## src/csr_cmd_pkg.sv

```systemverilog
////////////////////////////////////////////////////////////////////////////
// Command encodings for the CSR access unit. Opcode values follow the
// funct3 field of the CSR instructions.
////////////////////////////////////////////////////////////////////////////

package csr_cmd_pkg;

  // Immediate forms carry an operand that is already zero-extended
  typedef enum logic [2:0] {
    CSRRW  = 3'b001,
    CSRRS  = 3'b010,
    CSRRC  = 3'b011,
    CSRRWI = 3'b101,
    CSRRSI = 3'b110,
    CSRRCI = 3'b111
  } csr_op_e;

  typedef enum logic {IDLE, MODIFY} acc_state_e;

endpackage

```

## src/csr_defs_pkg.sv

```systemverilog
////////////////////////////////////////////////////////////////////////////
// Machine-mode CSR map for an RV32 core. Only the CSRs listed here are
// implemented. Any other address decodes as unknown. mtvec supports
// direct mode only.
////////////////////////////////////////////////////////////////////////////

package csr_defs_pkg;

  localparam int CSR_ADDR_W   = 12;
  localparam int XLEN         = 32;            // Fixed for RV32
  localparam int MTVEC_BASE_W = XLEN - 2;

  // CSR addresses
  localparam logic [CSR_ADDR_W-1:0] CSR_MSTATUS   = 12'h300;
  localparam logic [CSR_ADDR_W-1:0] CSR_MISA      = 12'h301;
  localparam logic [CSR_ADDR_W-1:0] CSR_MIE       = 12'h304;
  localparam logic [CSR_ADDR_W-1:0] CSR_MTVEC     = 12'h305;
  localparam logic [CSR_ADDR_W-1:0] CSR_MSCRATCH  = 12'h340;
  localparam logic [CSR_ADDR_W-1:0] CSR_MEPC      = 12'h341;
  localparam logic [CSR_ADDR_W-1:0] CSR_MCAUSE    = 12'h342;
  localparam logic [CSR_ADDR_W-1:0] CSR_MTVAL     = 12'h343;
  localparam logic [CSR_ADDR_W-1:0] CSR_MIP       = 12'h344;
  localparam logic [CSR_ADDR_W-1:0] CSR_MVENDORID = 12'hF11;
  localparam logic [CSR_ADDR_W-1:0] CSR_MARCHID   = 12'hF12;
  localparam logic [CSR_ADDR_W-1:0] CSR_MIMPID    = 12'hF13;
  localparam logic [CSR_ADDR_W-1:0] CSR_MHARTID   = 12'hF14;

  // Bit positions
  localparam int MSTATUS_MIE_BIT  = 3;
  localparam int MSTATUS_MPIE_BIT = 7;
  localparam int IRQ_SW_BIT       = 3;         // Same in mie and mip
  localparam int IRQ_TIMER_BIT    = 7;
  localparam int IRQ_EXT_BIT      = 11;

  // Constant read values
  localparam logic [XLEN-1:0] MISA_VAL      = 32'h4000_0100;  // MXL=1, I
  localparam logic [XLEN-1:0] MVENDORID_VAL = '0;
  localparam logic [XLEN-1:0] MARCHID_VAL   = '0;
  localparam logic [XLEN-1:0] MIMPID_VAL    = '0;
  localparam logic [1:0]      MTVEC_MODE    = 2'b00;          // Direct

  // Reset values
  localparam logic [XLEN-1:0] MSCRATCH_RST = '0;
  localparam logic [XLEN-1:0] MEPC_RST     = '0;
  localparam logic [XLEN-1:0] MCAUSE_RST   = '0;
  localparam logic [XLEN-1:0] MTVAL_RST    = '0;

  typedef enum logic [3:0] {
    IRQ_NONE  = 4'd0,
    IRQ_SW    = 4'd3,
    IRQ_TIMER = 4'd7,
    IRQ_EXT   = 4'd11
  } irq_cause_e;

endpackage

```

## src/csr_irq_if.sv

```systemverilog
////////////////////////////////////////////////////////////////////////////
// Interrupt status from the CSR storage to the arbiter.
// Bit order of en and pend: 0 software, 1 timer, 2 external.
////////////////////////////////////////////////////////////////////////////

`timescale 1ns/1ps

interface csr_irq_if ();

  logic       global_en;  // mstatus.MIE
  logic [2:0] en;         // mie.MSIE/MTIE/MEIE
  logic [2:0] pend;       // mip.MSIP/MTIP/MEIP

  // Regfile side
  modport source (output global_en, en, pend);

  // Arbiter side
  modport sink   (input  global_en, en, pend);

endinterface

```

## src/csr_port_if.sv

```systemverilog
////////////////////////////////////////////////////////////////////////////
// Read/write port into the CSR storage. rdata is registered, one cycle
// behind addr. hit and ro are decoded from addr in the same cycle.
////////////////////////////////////////////////////////////////////////////

`timescale 1ns/1ps

interface csr_port_if import csr_defs_pkg::*; ();

  logic [CSR_ADDR_W-1:0] addr;
  logic [XLEN-1:0]       wdata;
  logic                  we;
  logic [XLEN-1:0]       rdata;
  logic                  hit;    // Address is implemented
  logic                  ro;     // Register is read-only

  modport access  (output addr, wdata, we, input  rdata, hit, ro);
  modport regfile (input  addr, wdata, we, output rdata, hit, ro);

endinterface

```

## src/csr_access_unit.sv

```systemverilog
////////////////////////////////////////////////////////////////////////////
// Runs one CSR command through read, modify and write. Fixed latency:
// done_o one cycle after an accepted strobe. Strobes while busy are lost.
// Set and clear with a zero operand do not write.
////////////////////////////////////////////////////////////////////////////

`timescale 1ns/1ps

module csr_access_unit import csr_defs_pkg::*, csr_cmd_pkg::*; (
  input  logic                  clk_i,
  input  logic                  rstn_i,
  input  logic                  cmd_valid_i,
  input  csr_op_e               cmd_op_i,
  input  logic [CSR_ADDR_W-1:0] cmd_addr_i,
  input  logic [XLEN-1:0]       cmd_operand_i,
  output logic                  busy_o,
  output logic                  done_o,
  output logic [XLEN-1:0]       rd_data_o,
  output logic                  illegal_o,
  csr_port_if.access            port_o
);

  acc_state_e            state_q;
  csr_op_e               op_q;
  logic [CSR_ADDR_W-1:0] addr_q;
  logic [XLEN-1:0]       operand_q;
  logic [XLEN-1:0]       new_val;
  logic                  writes;
  logic                  illegal;
  logic                  accept;

  assign accept = (state_q == IDLE) && cmd_valid_i;

  always_ff @(posedge clk_i) begin
    if (!rstn_i) begin
      state_q <= IDLE;
    end else begin
      state_q <= accept ? MODIFY : IDLE;  // MODIFY lasts one cycle
    end
  end

  always_ff @(posedge clk_i) begin
    if (accept) begin
      op_q      <= cmd_op_i;
      addr_q    <= cmd_addr_i;
      operand_q <= cmd_operand_i;
    end
  end

  // New value from the registered old value
  always_comb begin
    new_val = port_o.rdata;
    writes  = 1'b0;
    case (op_q)
      CSRRW, CSRRWI: begin
        new_val = operand_q;
        writes  = 1'b1;
      end
      CSRRS, CSRRSI: begin
        new_val = port_o.rdata | operand_q;
        writes  = |operand_q;
      end
      CSRRC, CSRRCI: begin
        new_val = port_o.rdata & ~operand_q;
        writes  = |operand_q;
      end
      default: ;
    endcase
  end

  assign illegal = !port_o.hit || (port_o.ro && writes);

  // Incoming address in IDLE so the read lands in MODIFY
  assign port_o.addr  = (state_q == MODIFY) ? addr_q : cmd_addr_i;
  assign port_o.wdata = new_val;
  assign port_o.we    = (state_q == MODIFY) && writes && !illegal;

  assign busy_o    = (state_q == MODIFY);
  assign done_o    = (state_q == MODIFY);
  assign rd_data_o = port_o.rdata;        // Old value
  assign illegal_o = (state_q == MODIFY) && illegal;

  // One single-cycle done pulse per accepted command, and none otherwise
  a_done_after_accept: assert property (@(posedge clk_i) disable iff (!rstn_i)
    accept |=> done_o ##1 !done_o);
  a_done_has_cmd: assert property (@(posedge clk_i) disable iff (!rstn_i)
    done_o |-> $past(accept));

endmodule

```

## src/csr_regfile.sv

```systemverilog
////////////////////////////////////////////////////////////////////////////
// Machine-mode CSR storage. Writes touch only the implemented fields.
// The caller must not write a read-only or unknown address.
// mip mirrors the interrupt lines one edge late and cannot be written.
////////////////////////////////////////////////////////////////////////////

`timescale 1ns/1ps

module csr_regfile import csr_defs_pkg::*; #(
  parameter logic [XLEN-1:0]         HART_ID   = '0,
  parameter logic [MTVEC_BASE_W-1:0] TRAP_BASE = '0
) (
  input  logic              clk_i,
  input  logic              rstn_i,
  csr_port_if.regfile       port_i,
  csr_irq_if.source         irq_o,
  input  logic              sw_irq_i,
  input  logic              timer_irq_i,
  input  logic              ext_irq_i
);

  logic                    mstatus_mie_q;
  logic                    mstatus_mpie_q;
  logic [2:0]              mie_q;          // 0 sw, 1 timer, 2 ext
  logic [2:0]              mip_q;
  logic [MTVEC_BASE_W-1:0] mtvec_base_q;
  logic [XLEN-1:0]         mscratch_q;
  logic [XLEN-1:0]         mepc_q;
  logic [XLEN-1:0]         mcause_q;
  logic [XLEN-1:0]         mtval_q;
  logic [XLEN-1:0]         rdata_n;

  ////////////////////////////////////////////////////////////////////////////
  // Address decode and read mux
  ////////////////////////////////////////////////////////////////////////////

  always_comb begin
    port_i.hit = 1'b1;
    port_i.ro  = 1'b0;
    rdata_n    = '0;
    case (port_i.addr)
      CSR_MSTATUS: begin
        rdata_n[MSTATUS_MIE_BIT]  = mstatus_mie_q;
        rdata_n[MSTATUS_MPIE_BIT] = mstatus_mpie_q;
      end
      CSR_MIE: begin
        rdata_n[IRQ_SW_BIT]    = mie_q[0];
        rdata_n[IRQ_TIMER_BIT] = mie_q[1];
        rdata_n[IRQ_EXT_BIT]   = mie_q[2];
      end
      CSR_MIP: begin
        rdata_n[IRQ_SW_BIT]    = mip_q[0];
        rdata_n[IRQ_TIMER_BIT] = mip_q[1];
        rdata_n[IRQ_EXT_BIT]   = mip_q[2];
        port_i.ro              = 1'b1;  // Follows the lines only
      end
      CSR_MTVEC:     rdata_n = {mtvec_base_q, MTVEC_MODE};
      CSR_MSCRATCH:  rdata_n = mscratch_q;
      CSR_MEPC:      rdata_n = mepc_q;
      CSR_MCAUSE:    rdata_n = mcause_q;
      CSR_MTVAL:     rdata_n = mtval_q;
      CSR_MISA: begin
        rdata_n   = MISA_VAL;
        port_i.ro = 1'b1;
      end
      CSR_MVENDORID: begin
        rdata_n   = MVENDORID_VAL;
        port_i.ro = 1'b1;
      end
      CSR_MARCHID: begin
        rdata_n   = MARCHID_VAL;
        port_i.ro = 1'b1;
      end
      CSR_MIMPID: begin
        rdata_n   = MIMPID_VAL;
        port_i.ro = 1'b1;
      end
      CSR_MHARTID: begin
        rdata_n   = HART_ID;
        port_i.ro = 1'b1;
      end
      default: port_i.hit = 1'b0;  // Unknown address reads zero
    endcase
  end

  always_ff @(posedge clk_i) begin
    port_i.rdata <= rdata_n;
  end

  ////////////////////////////////////////////////////////////////////////////
  // Writable fields
  ////////////////////////////////////////////////////////////////////////////

  always_ff @(posedge clk_i) begin
    if (!rstn_i) begin
      mstatus_mie_q  <= 1'b0;
      mstatus_mpie_q <= 1'b0;
      mie_q          <= '0;
      mtvec_base_q   <= TRAP_BASE;
      mscratch_q     <= MSCRATCH_RST;
      mepc_q         <= MEPC_RST;
      mcause_q       <= MCAUSE_RST;
      mtval_q        <= MTVAL_RST;
    end else if (port_i.we) begin
      case (port_i.addr)
        CSR_MSTATUS: begin
          mstatus_mie_q  <= port_i.wdata[MSTATUS_MIE_BIT];
          mstatus_mpie_q <= port_i.wdata[MSTATUS_MPIE_BIT];
        end
        CSR_MIE: begin
          mie_q <= {port_i.wdata[IRQ_EXT_BIT], port_i.wdata[IRQ_TIMER_BIT],
                    port_i.wdata[IRQ_SW_BIT]};
        end
        CSR_MTVEC:    mtvec_base_q <= port_i.wdata[XLEN-1:2];
        CSR_MSCRATCH: mscratch_q   <= port_i.wdata;
        CSR_MEPC:     mepc_q       <= port_i.wdata;
        CSR_MCAUSE:   mcause_q     <= port_i.wdata;
        CSR_MTVAL:    mtval_q      <= port_i.wdata;
        default: ;
      endcase
    end
  end

  // Pending bits sample the lines every edge
  always_ff @(posedge clk_i) begin
    if (!rstn_i) begin
      mip_q <= '0;
    end else begin
      mip_q <= {ext_irq_i, timer_irq_i, sw_irq_i};
    end
  end

  assign irq_o.global_en = mstatus_mie_q;
  assign irq_o.en        = mie_q;
  assign irq_o.pend      = mip_q;

  // The access unit must filter illegal writes before they reach storage
  a_no_illegal_we: assert property (@(posedge clk_i) disable iff (!rstn_i)
    port_i.we |-> (port_i.hit && !port_i.ro));

endmodule

```

## src/csr_top.sv

```systemverilog
////////////////////////////////////////////////////////////////////////////
// Machine-mode CSR block of an RV32 core, standalone.
// One command at a time, honoured only while busy_o is low.
// rd_data_o and illegal_o are valid while done_o is high.
////////////////////////////////////////////////////////////////////////////

`timescale 1ns/1ps

module csr_top import csr_defs_pkg::*, csr_cmd_pkg::*; #(
  parameter logic [XLEN-1:0]         HART_ID   = '0,
  parameter logic [MTVEC_BASE_W-1:0] TRAP_BASE = '0
) (
  input  logic                  clk_i,
  input  logic                  rstn_i,
  // Command
  input  logic                  cmd_valid_i,
  input  csr_op_e               cmd_op_i,
  input  logic [CSR_ADDR_W-1:0] cmd_addr_i,
  input  logic [XLEN-1:0]       cmd_operand_i,
  output logic                  busy_o,
  output logic                  done_o,
  output logic [XLEN-1:0]       rd_data_o,
  output logic                  illegal_o,
  // Interrupt lines and request
  input  logic                  sw_irq_i,
  input  logic                  timer_irq_i,
  input  logic                  ext_irq_i,
  output logic                  irq_req_o,
  output irq_cause_e            irq_cause_o
);

  csr_port_if port_if ();
  csr_irq_if  irq_if ();

  csr_access_unit access_unit_i (
    .clk_i         (clk_i),
    .rstn_i        (rstn_i),
    .cmd_valid_i   (cmd_valid_i),
    .cmd_op_i      (cmd_op_i),
    .cmd_addr_i    (cmd_addr_i),
    .cmd_operand_i (cmd_operand_i),
    .busy_o        (busy_o),
    .done_o        (done_o),
    .rd_data_o     (rd_data_o),
    .illegal_o     (illegal_o),
    .port_o        (port_if.access)
  );

  csr_regfile #(
    .HART_ID   (HART_ID),
    .TRAP_BASE (TRAP_BASE)
  ) regfile_i (
    .clk_i       (clk_i),
    .rstn_i      (rstn_i),
    .port_i      (port_if.regfile),
    .irq_o       (irq_if.source),
    .sw_irq_i    (sw_irq_i),
    .timer_irq_i (timer_irq_i),
    .ext_irq_i   (ext_irq_i)
  );

  irq_arbiter arbiter_i (
    .clk_i       (clk_i),
    .rstn_i      (rstn_i),
    .irq_i       (irq_if.sink),
    .irq_req_o   (irq_req_o),
    .irq_cause_o (irq_cause_o)
  );

endmodule

```

## src/irq_arbiter.sv

```systemverilog
////////////////////////////////////////////////////////////////////////////
// Picks one enabled pending interrupt. Priority is external, software,
// then timer. Request and cause are registered outputs.
////////////////////////////////////////////////////////////////////////////

`timescale 1ns/1ps

module irq_arbiter import csr_defs_pkg::*; (
  input  logic       clk_i,
  input  logic       rstn_i,
  csr_irq_if.sink    irq_i,
  output logic       irq_req_o,
  output irq_cause_e irq_cause_o
);

  logic [2:0] active;  // 0 sw, 1 timer, 2 ext
  irq_cause_e cause_n;

  assign active = irq_i.pend & irq_i.en & {3{irq_i.global_en}};

  always_comb begin
    if (active[2]) begin
      cause_n = IRQ_EXT;
    end else if (active[0]) begin
      cause_n = IRQ_SW;
    end else if (active[1]) begin
      cause_n = IRQ_TIMER;
    end else begin
      cause_n = IRQ_NONE;
    end
  end

  always_ff @(posedge clk_i) begin
    if (!rstn_i) begin
      irq_req_o   <= 1'b0;
      irq_cause_o <= IRQ_NONE;
    end else begin
      irq_req_o   <= |active;
      irq_cause_o <= cause_n;  // NONE whenever nothing is active
    end
  end

endmodule

```

## config.mk

```make
export PLATFORM = sky130hd
export DESIGN_NAME = csr_top
export DESIGN_NICKNAME = d
export VERILOG_FILES = /design/src/csr_cmd_pkg.sv /design/src/csr_defs_pkg.sv /design/src/csr_irq_if.sv /design/src/csr_port_if.sv /design/src/csr_access_unit.sv /design/src/csr_regfile.sv /design/src/csr_top.sv /design/src/irq_arbiter.sv
export SDC_FILE = /design/constraint.sdc
export NUM_CORES = 1
export LEC_CHECK = 0
export ABC_CLOCK_PERIOD_IN_PS = 3500
export BUFFER_PORTS_ARGS = -buffer_cell sky130_fd_sc_hd__buf_4
export CORE_AREA = 2 2 118 177
export DETAILED_ROUTE_END_ITERATION = 8
export DIE_AREA = 0 0 120 179
export GPL_ROUTABILITY_DRIVEN = 0
export PLACE_DENSITY = 0.83
export SYNTH_ARGS = -nofsm -noshare
export SYNTH_HDL_FRONTEND = slang
export SYNTH_SLANG_ARGS = --single-unit
```

## constraint.sdc

```tcl
create_clock -name clk_i -period 3.5 [get_ports clk_i]
set_clock_uncertainty 0.05 [all_clocks]
set_input_delay 0 -clock clk_i [delete_from_list [all_inputs] [get_ports clk_i]]
set_output_delay 0 -clock clk_i [all_outputs]
set_load 0.1 [all_outputs]
```

==> Word-level counts from Yosys, hierarchy flattened <==
Cells that the tools add are included.
{ "op_classes": {"eq_ne": 19, "n_mux": 16, "n_bitwise": 7, "n_reduce_logical": 24} }
{ "op_table": {"columns": ["op", "n"], "rows": [
  ["one-hot mux 20 bit (6 select lines)", 1],
  ["== test 12 x 10 -> 1 bit, second input constant", 9],
  ["one-hot mux 32 bit (3 select lines)", 1],
  ["== test 12 bit, second input constant", 4],
  ["bitwise AND 32 bit", 1],
  ["NOT 32 bit", 1],
  ["OR 32 bit", 1],
  ["OR reduction 32 bit", 1],
  ["one-hot mux 3 bit (5 select lines)", 2],
  ["one-hot mux 3 bit (6 select lines)", 1],
  ["one-hot mux 1 bit (8 select lines)", 2],
  ["AND reduction 2 bit", 7],
  ["OR reduction 13 bit", 1],
  ["2-to-1 mux 12 bit", 1],
  ["== test 3 bit, second input constant", 3],
  ["2-to-1 mux 4 bit", 2],
  ["one-hot mux 1 bit (7 select lines)", 1],
  ["bitwise AND 3 bit", 2],
  ["== test 3 x 2 -> 1 bit, second input constant", 2],
  ["OR reduction 2 bit", 3],
  ["OR reduction 3 bit", 2],
  ["OR reduction 6 bit", 1],
  ["logical AND 1 bit", 5],
  ["OR reduction 4 bit", 1],
  ["other kinds (7)", 11]
]} }
{ "word_totals": {"register_bits": 251, "in_bits": 53, "output_inout_bits": 40, "elab_cells": 83} }

==> Logic depth before layout (Yosys ltp) <==
{ "logic_depth": {"word_depth": 9, "depth_mapped": 9, "ltp_nobuf": 6} }

==> Hierarchy <==
Synthesis repeated with hierarchy kept, for this count alone.
{ "hier_totals": {"hier_cells": 1043, "hier_area_um2": 10566.4} }
{ "modules_own_cells": {"columns": ["module", "n_inst", "cells_each", "area_per_inst_um2", "seq_area_each_um2"], "rows": [
  ["csr_regfile", 1, 809, 7851.3, 3963.8],
  ["csr_access_unit", 1, 222, 2600.0, 1401.3],
  ["irq_arbiter", 1, 12, 115.1, 60.1]
]} }

==> Least setup slack after synthesis <==
Ideal clock, no wire load.
{ "synth_timing": {"kind": "flip-flop to output port", "from": "register access_unit_i.state_q (netlist: access_unit_i.busy_o)", "to": "output port illegal_o", "arrival_ns": 3.969, "required_ns": 3.450, "path_slack_ns": -0.519, "path_stages_with_launch": 9, "path_buffers": 3, "path_cell_list": "dfxtp_1 > buf_2 > and4bb_2 > o21ai_1 > a211o_1 > buf_2 > buf_2 > o311ai_0 > a21oi_1"} }
{ "synth_between": {"elab_chain_len": 7, "word_cells_on_any_way": 22, "classes_between": "13 x eq/ne; 3 x mux; 6 x reduce/logical"} }
{ "synth_rtl": {"columns": ["element", "line", "text"], "rows": [
  ["start, declared", "csr_access_unit.sv:23", "acc_state_e state_q;"],
  ["start signal, assigned", "csr_access_unit.sv:38", "state_q <= accept ? MODIFY : IDLE;"],
  ["2-to-1 mux 12 bit", "csr_access_unit.sv:74", "assign port_o.addr = (state_q == MODIFY) ? addr_q : cmd_addr_i;"],
  ["== test 12 bit / == test 12 x 10 -> 1 bit (equally long branches)", "csr_regfile.sv:41", "case (port_i.addr)"],
  ["OR reduction 13 bit (no line) / OR reduction 6 bit (equally long branches)", null, null],
  ["2-to-1 mux 1 bit", "csr_regfile.sv:41", null],
  ["zero test 1 bit / logical AND 1 bit (equally long branches)", "csr_access_unit.sv:71", "assign illegal = !port_o.hit || (port_o.ro && writes);"],
  ["logical OR 1 bit", "csr_access_unit.sv:71", null],
  ["logical AND 1 bit (*)", "csr_access_unit.sv:81", "assign illegal_o = (state_q == MODIFY) && illegal;"],
  ["end, declared", "csr_top.sv:23", "output logic illegal_o,"]
]} }
Every way passes the cells marked *; elsewhere a longest branch is shown, timed or not.

==> Final worst setup path <==
Same ends and word-level chain as after synthesis.

==> metrics.cfg <==
[synth]
synth_seq_cells=248
synth_edf_count=46
yosysSeqAreaShare_pct=52.13
synth-async-reset-ratio_pct=0
syn_inst=997
yosys_warnings=0
netlist-cell-type-count=56
ys.flop_type=dfxtp_1
syn_area_um2=10410
syn_avg_cell_area_um2=10.44
synthesis.nets=1050

[worst_setup_path]
cp.arrival_ns=3.06
r2r_slack_ns=0.47
crit_path_end_kind=output port
crit_required_ns=3.45
start_kind=flop
setup.worst_path.class=reg -> out
critPathMaxFanout=17

[sta]
tightest_slew_ns=1.133
setup_viol=0
tns_ns=0
slew_viol_final=0
rsz0062_at_grt=false
post-route-min-period_ns=3.112
timing.fmax_mhz=321.4
finalHoldViolCount=0
fin_crit_sh_pct=88.90
maxSlewHeadroom_pct=24.46

[global_routing]
grt_pass1_wl_um=42510
grt_antenna_before_repair=0
grt_use_total_pct=24.62
overflow=0
first_global_vias=8278
grt_max_degree=92

[final_layout]
drive_gt1_share_pct=22.70
insertedDiodeCount=0
nets=1163
fillers=1475
syn2layout_area_growth_pct=21.29
fin_area_um2=12620

[pwr]
power.leakage_nw=4.452
powerDensity_nw_per_um2=486.7
peakVddDrop_mv=0.4001

[flow_run]
maxCapViolCount=0

[routing]
detail-route-antenna-nets=0
via_per_inst=5.968
dr.pass1.iters=5
drc=0
drt_wl_total_um=26870
vias=8307
wl_per_cell_um=19.30
drt_iter0_drc=804

[status]
run_status=completed

[floorplan]
die-area_um2=21480
die_y_um=179
num_rows=64
initial_utilization_pct=51.78
fp.coreArea_um2=20100
io_pins=93
die_w_um=120

[clocking]
cts_buffers=24
clock_path_buffers=3
clock-root-buffer=clkbuf_16
cts_tree=yes
clkTransAtPathRegs_ns=0.07
clock_sinks=248
h-tree-depth=1
postCtsSetupBuffers=0
clock_latency_ns=0.52

[place]
detailed_place.area_um2=11250
port_buffers=91
post-dp-hpwl_um=15470

[hold_path]
hold_path_class=in -> reg

[cell type report]
| type | instances | area [um2] | area share (%) |
|---|---|---|---|
| inverter | 5 | 18.77 | 0.1487 |
| clock inverter | 5 | 50.05 | 0.3965 |
| multi-input combinational | 663 | 4486 | 35.53 |
| tap | 264 | 330.3 | 2.617 |
| sequential | 248 | 5425 | 42.98 |
| clock buffer | 39 | 823.3 | 6.522 |
| timing repair buffer | 168 | 1490 | 11.80 |
[cell families after synthesis]
logic type / share of synthesized area [%]
compound gates: 17.79
mux: 9.870
simple gates: 14.93
xor+xnor: 0.08417
buf+inv: 5.194
flops: 52.13
[power by group]
group	switching, mW	total (mW)	internal [mW]
registers	0.0310	2.98	2.95
clock network	1.07	2.76	1.68
logic	0.251	0.409	0.158
total	1.35	6.14	4.79
[state kept, by name (all words and copies together) (netlist names), 2 cells and up]
signal	cells
regfile_i.port_i.rdata	32
arbiter_i.irq_cause_o	3
access_unit_i.operand_q	32
regfile_i.mscratch_q	32
regfile_i.irq_o.pend	3
regfile_i.mtvec_base_q	30
access_unit_i.op_q	2
regfile_i.mtval_q	32
access_unit_i.addr_q	12
regfile_i.irq_o.en	3
regfile_i.mcause_q	32
regfile_i.mepc_q	32
[timing repair]
action | 4_1_cts | 5_1_grt
gates resized for setup | 0 | 1
hold endpoints to repair | 73 | 0
hold buffers | 50 | 0
setup endpoints to repair | 0 | 1
[worst max-delay path: stages (launching register included)]
cell,delay [ns]
dfxtp_1,0.45
buf_4,0.31
and4bb_2,0.29
o21ai_1,0.41
a211o_2,0.37
o311ai_0,0.24
a21oi_2,0.16
buf_4,0.31
[cell usage in the layout, fill, tap and decap left out, drive strengths merged, types with 2 or more instances in the layout]
master       count
dfxtp          202
o21ai          137
nand2          118
buf            118
nand3          103
mux2i           97
nor2            50
dlygate4sd3     50
edfxtp          46
clkbuf          39
a22o            37
a21oi           29
a221o           22
a22oi            7
nor4             7
nand2b           6
inv              5
o32ai            5
a221oi           5
and2             5
nor3             5
clkinv           4
nand4            3
o22ai            3
mux4             2
[cell usage after synthesis (2+ instances only)]
cell type,number,area (um2)
o21ai_0,39,195.2
dfxtp_1,202,4044
nand2b_1,6,37.54
nand4_1,3,18.77
clkbuf_1,35,131.4
nand3_4,3,52.55
o21ai_1,51,255.2
nand2_1,118,442.9
nand3_2,29,290.3
inv_1,5,18.77
o22ai_1,3,18.77
a21oi_1,27,135.1
edfxtp_1,46,1381
nor4_1,7,43.79
o32ai_1,5,43.79
a22oi_1,7,52.55
a221oi_1,5,43.79
a22o_1,37,324.1
nor3_1,3,15.01
o21ai_2,47,411.6
buf_6,24,270.3
buf_2,12,60.06
a221o_1,22,220.2
mux4_2,2,45.04
nor2_1,50,187.7
nand3_1,71,355.3
and2_1,5,31.28
buf_4,6,45.04
buf_1,4,15.01
mux2i_1,97,970.9
[metrics by stage]
stage / total power [mW] / hold WS [ns] / instances / util (%) / setup slack, ns
2_1_floorplan: 3.248 / 0.04887 / 997 / - / 0.07874
3_3_place_gp: 3.380 / 0.1287 / 1298 / 55.96 / 0.6462
3_5_place_dp: 3.388 / 0.1292 / 1298 / 55.96 / 0.5866
4_1_cts: 6.146 / 0.1488 / 1392 / 62.80 / 0.2200
5_1_grt: 6.303 / 0.1575 / 1392 / 62.81 / 0.2376
6_report: 6.144 / 0.1568 / 1392 / 62.81 / 0.3884
[worst paths after layout]
kind | from | depth (start not counted) | end
min | cmd_operand_i[29] | 2 | access_unit_i.operand_q[29]$_DFFE_PP_
max reg2reg | access_unit_i.busy_o$_SDFF_PN0_ | 8 | regfile_i.mscratch_q[11]$_SDFFE_PN0P_
max | access_unit_i.busy_o$_SDFF_PN0_ | 7 | illegal_o
min reg2reg | regfile_i.mscratch_q[19]$_SDFFE_PN0P_ | 2 | regfile_i.mscratch_q[19]$_SDFFE_PN0P_
[per-layer routing]
metal	routed length (um)	share of wire [%]	global-route usage (%)	vias up
li1	-	-	-	3869
met1	10660	40	29.97	4029
met2	13640	51	43.13	332
met3	1549	5.8	3.403	77
met4	1014	3.8	11.13	0
met5	0	0	0	-
Power figures use the tool's default switching activity.
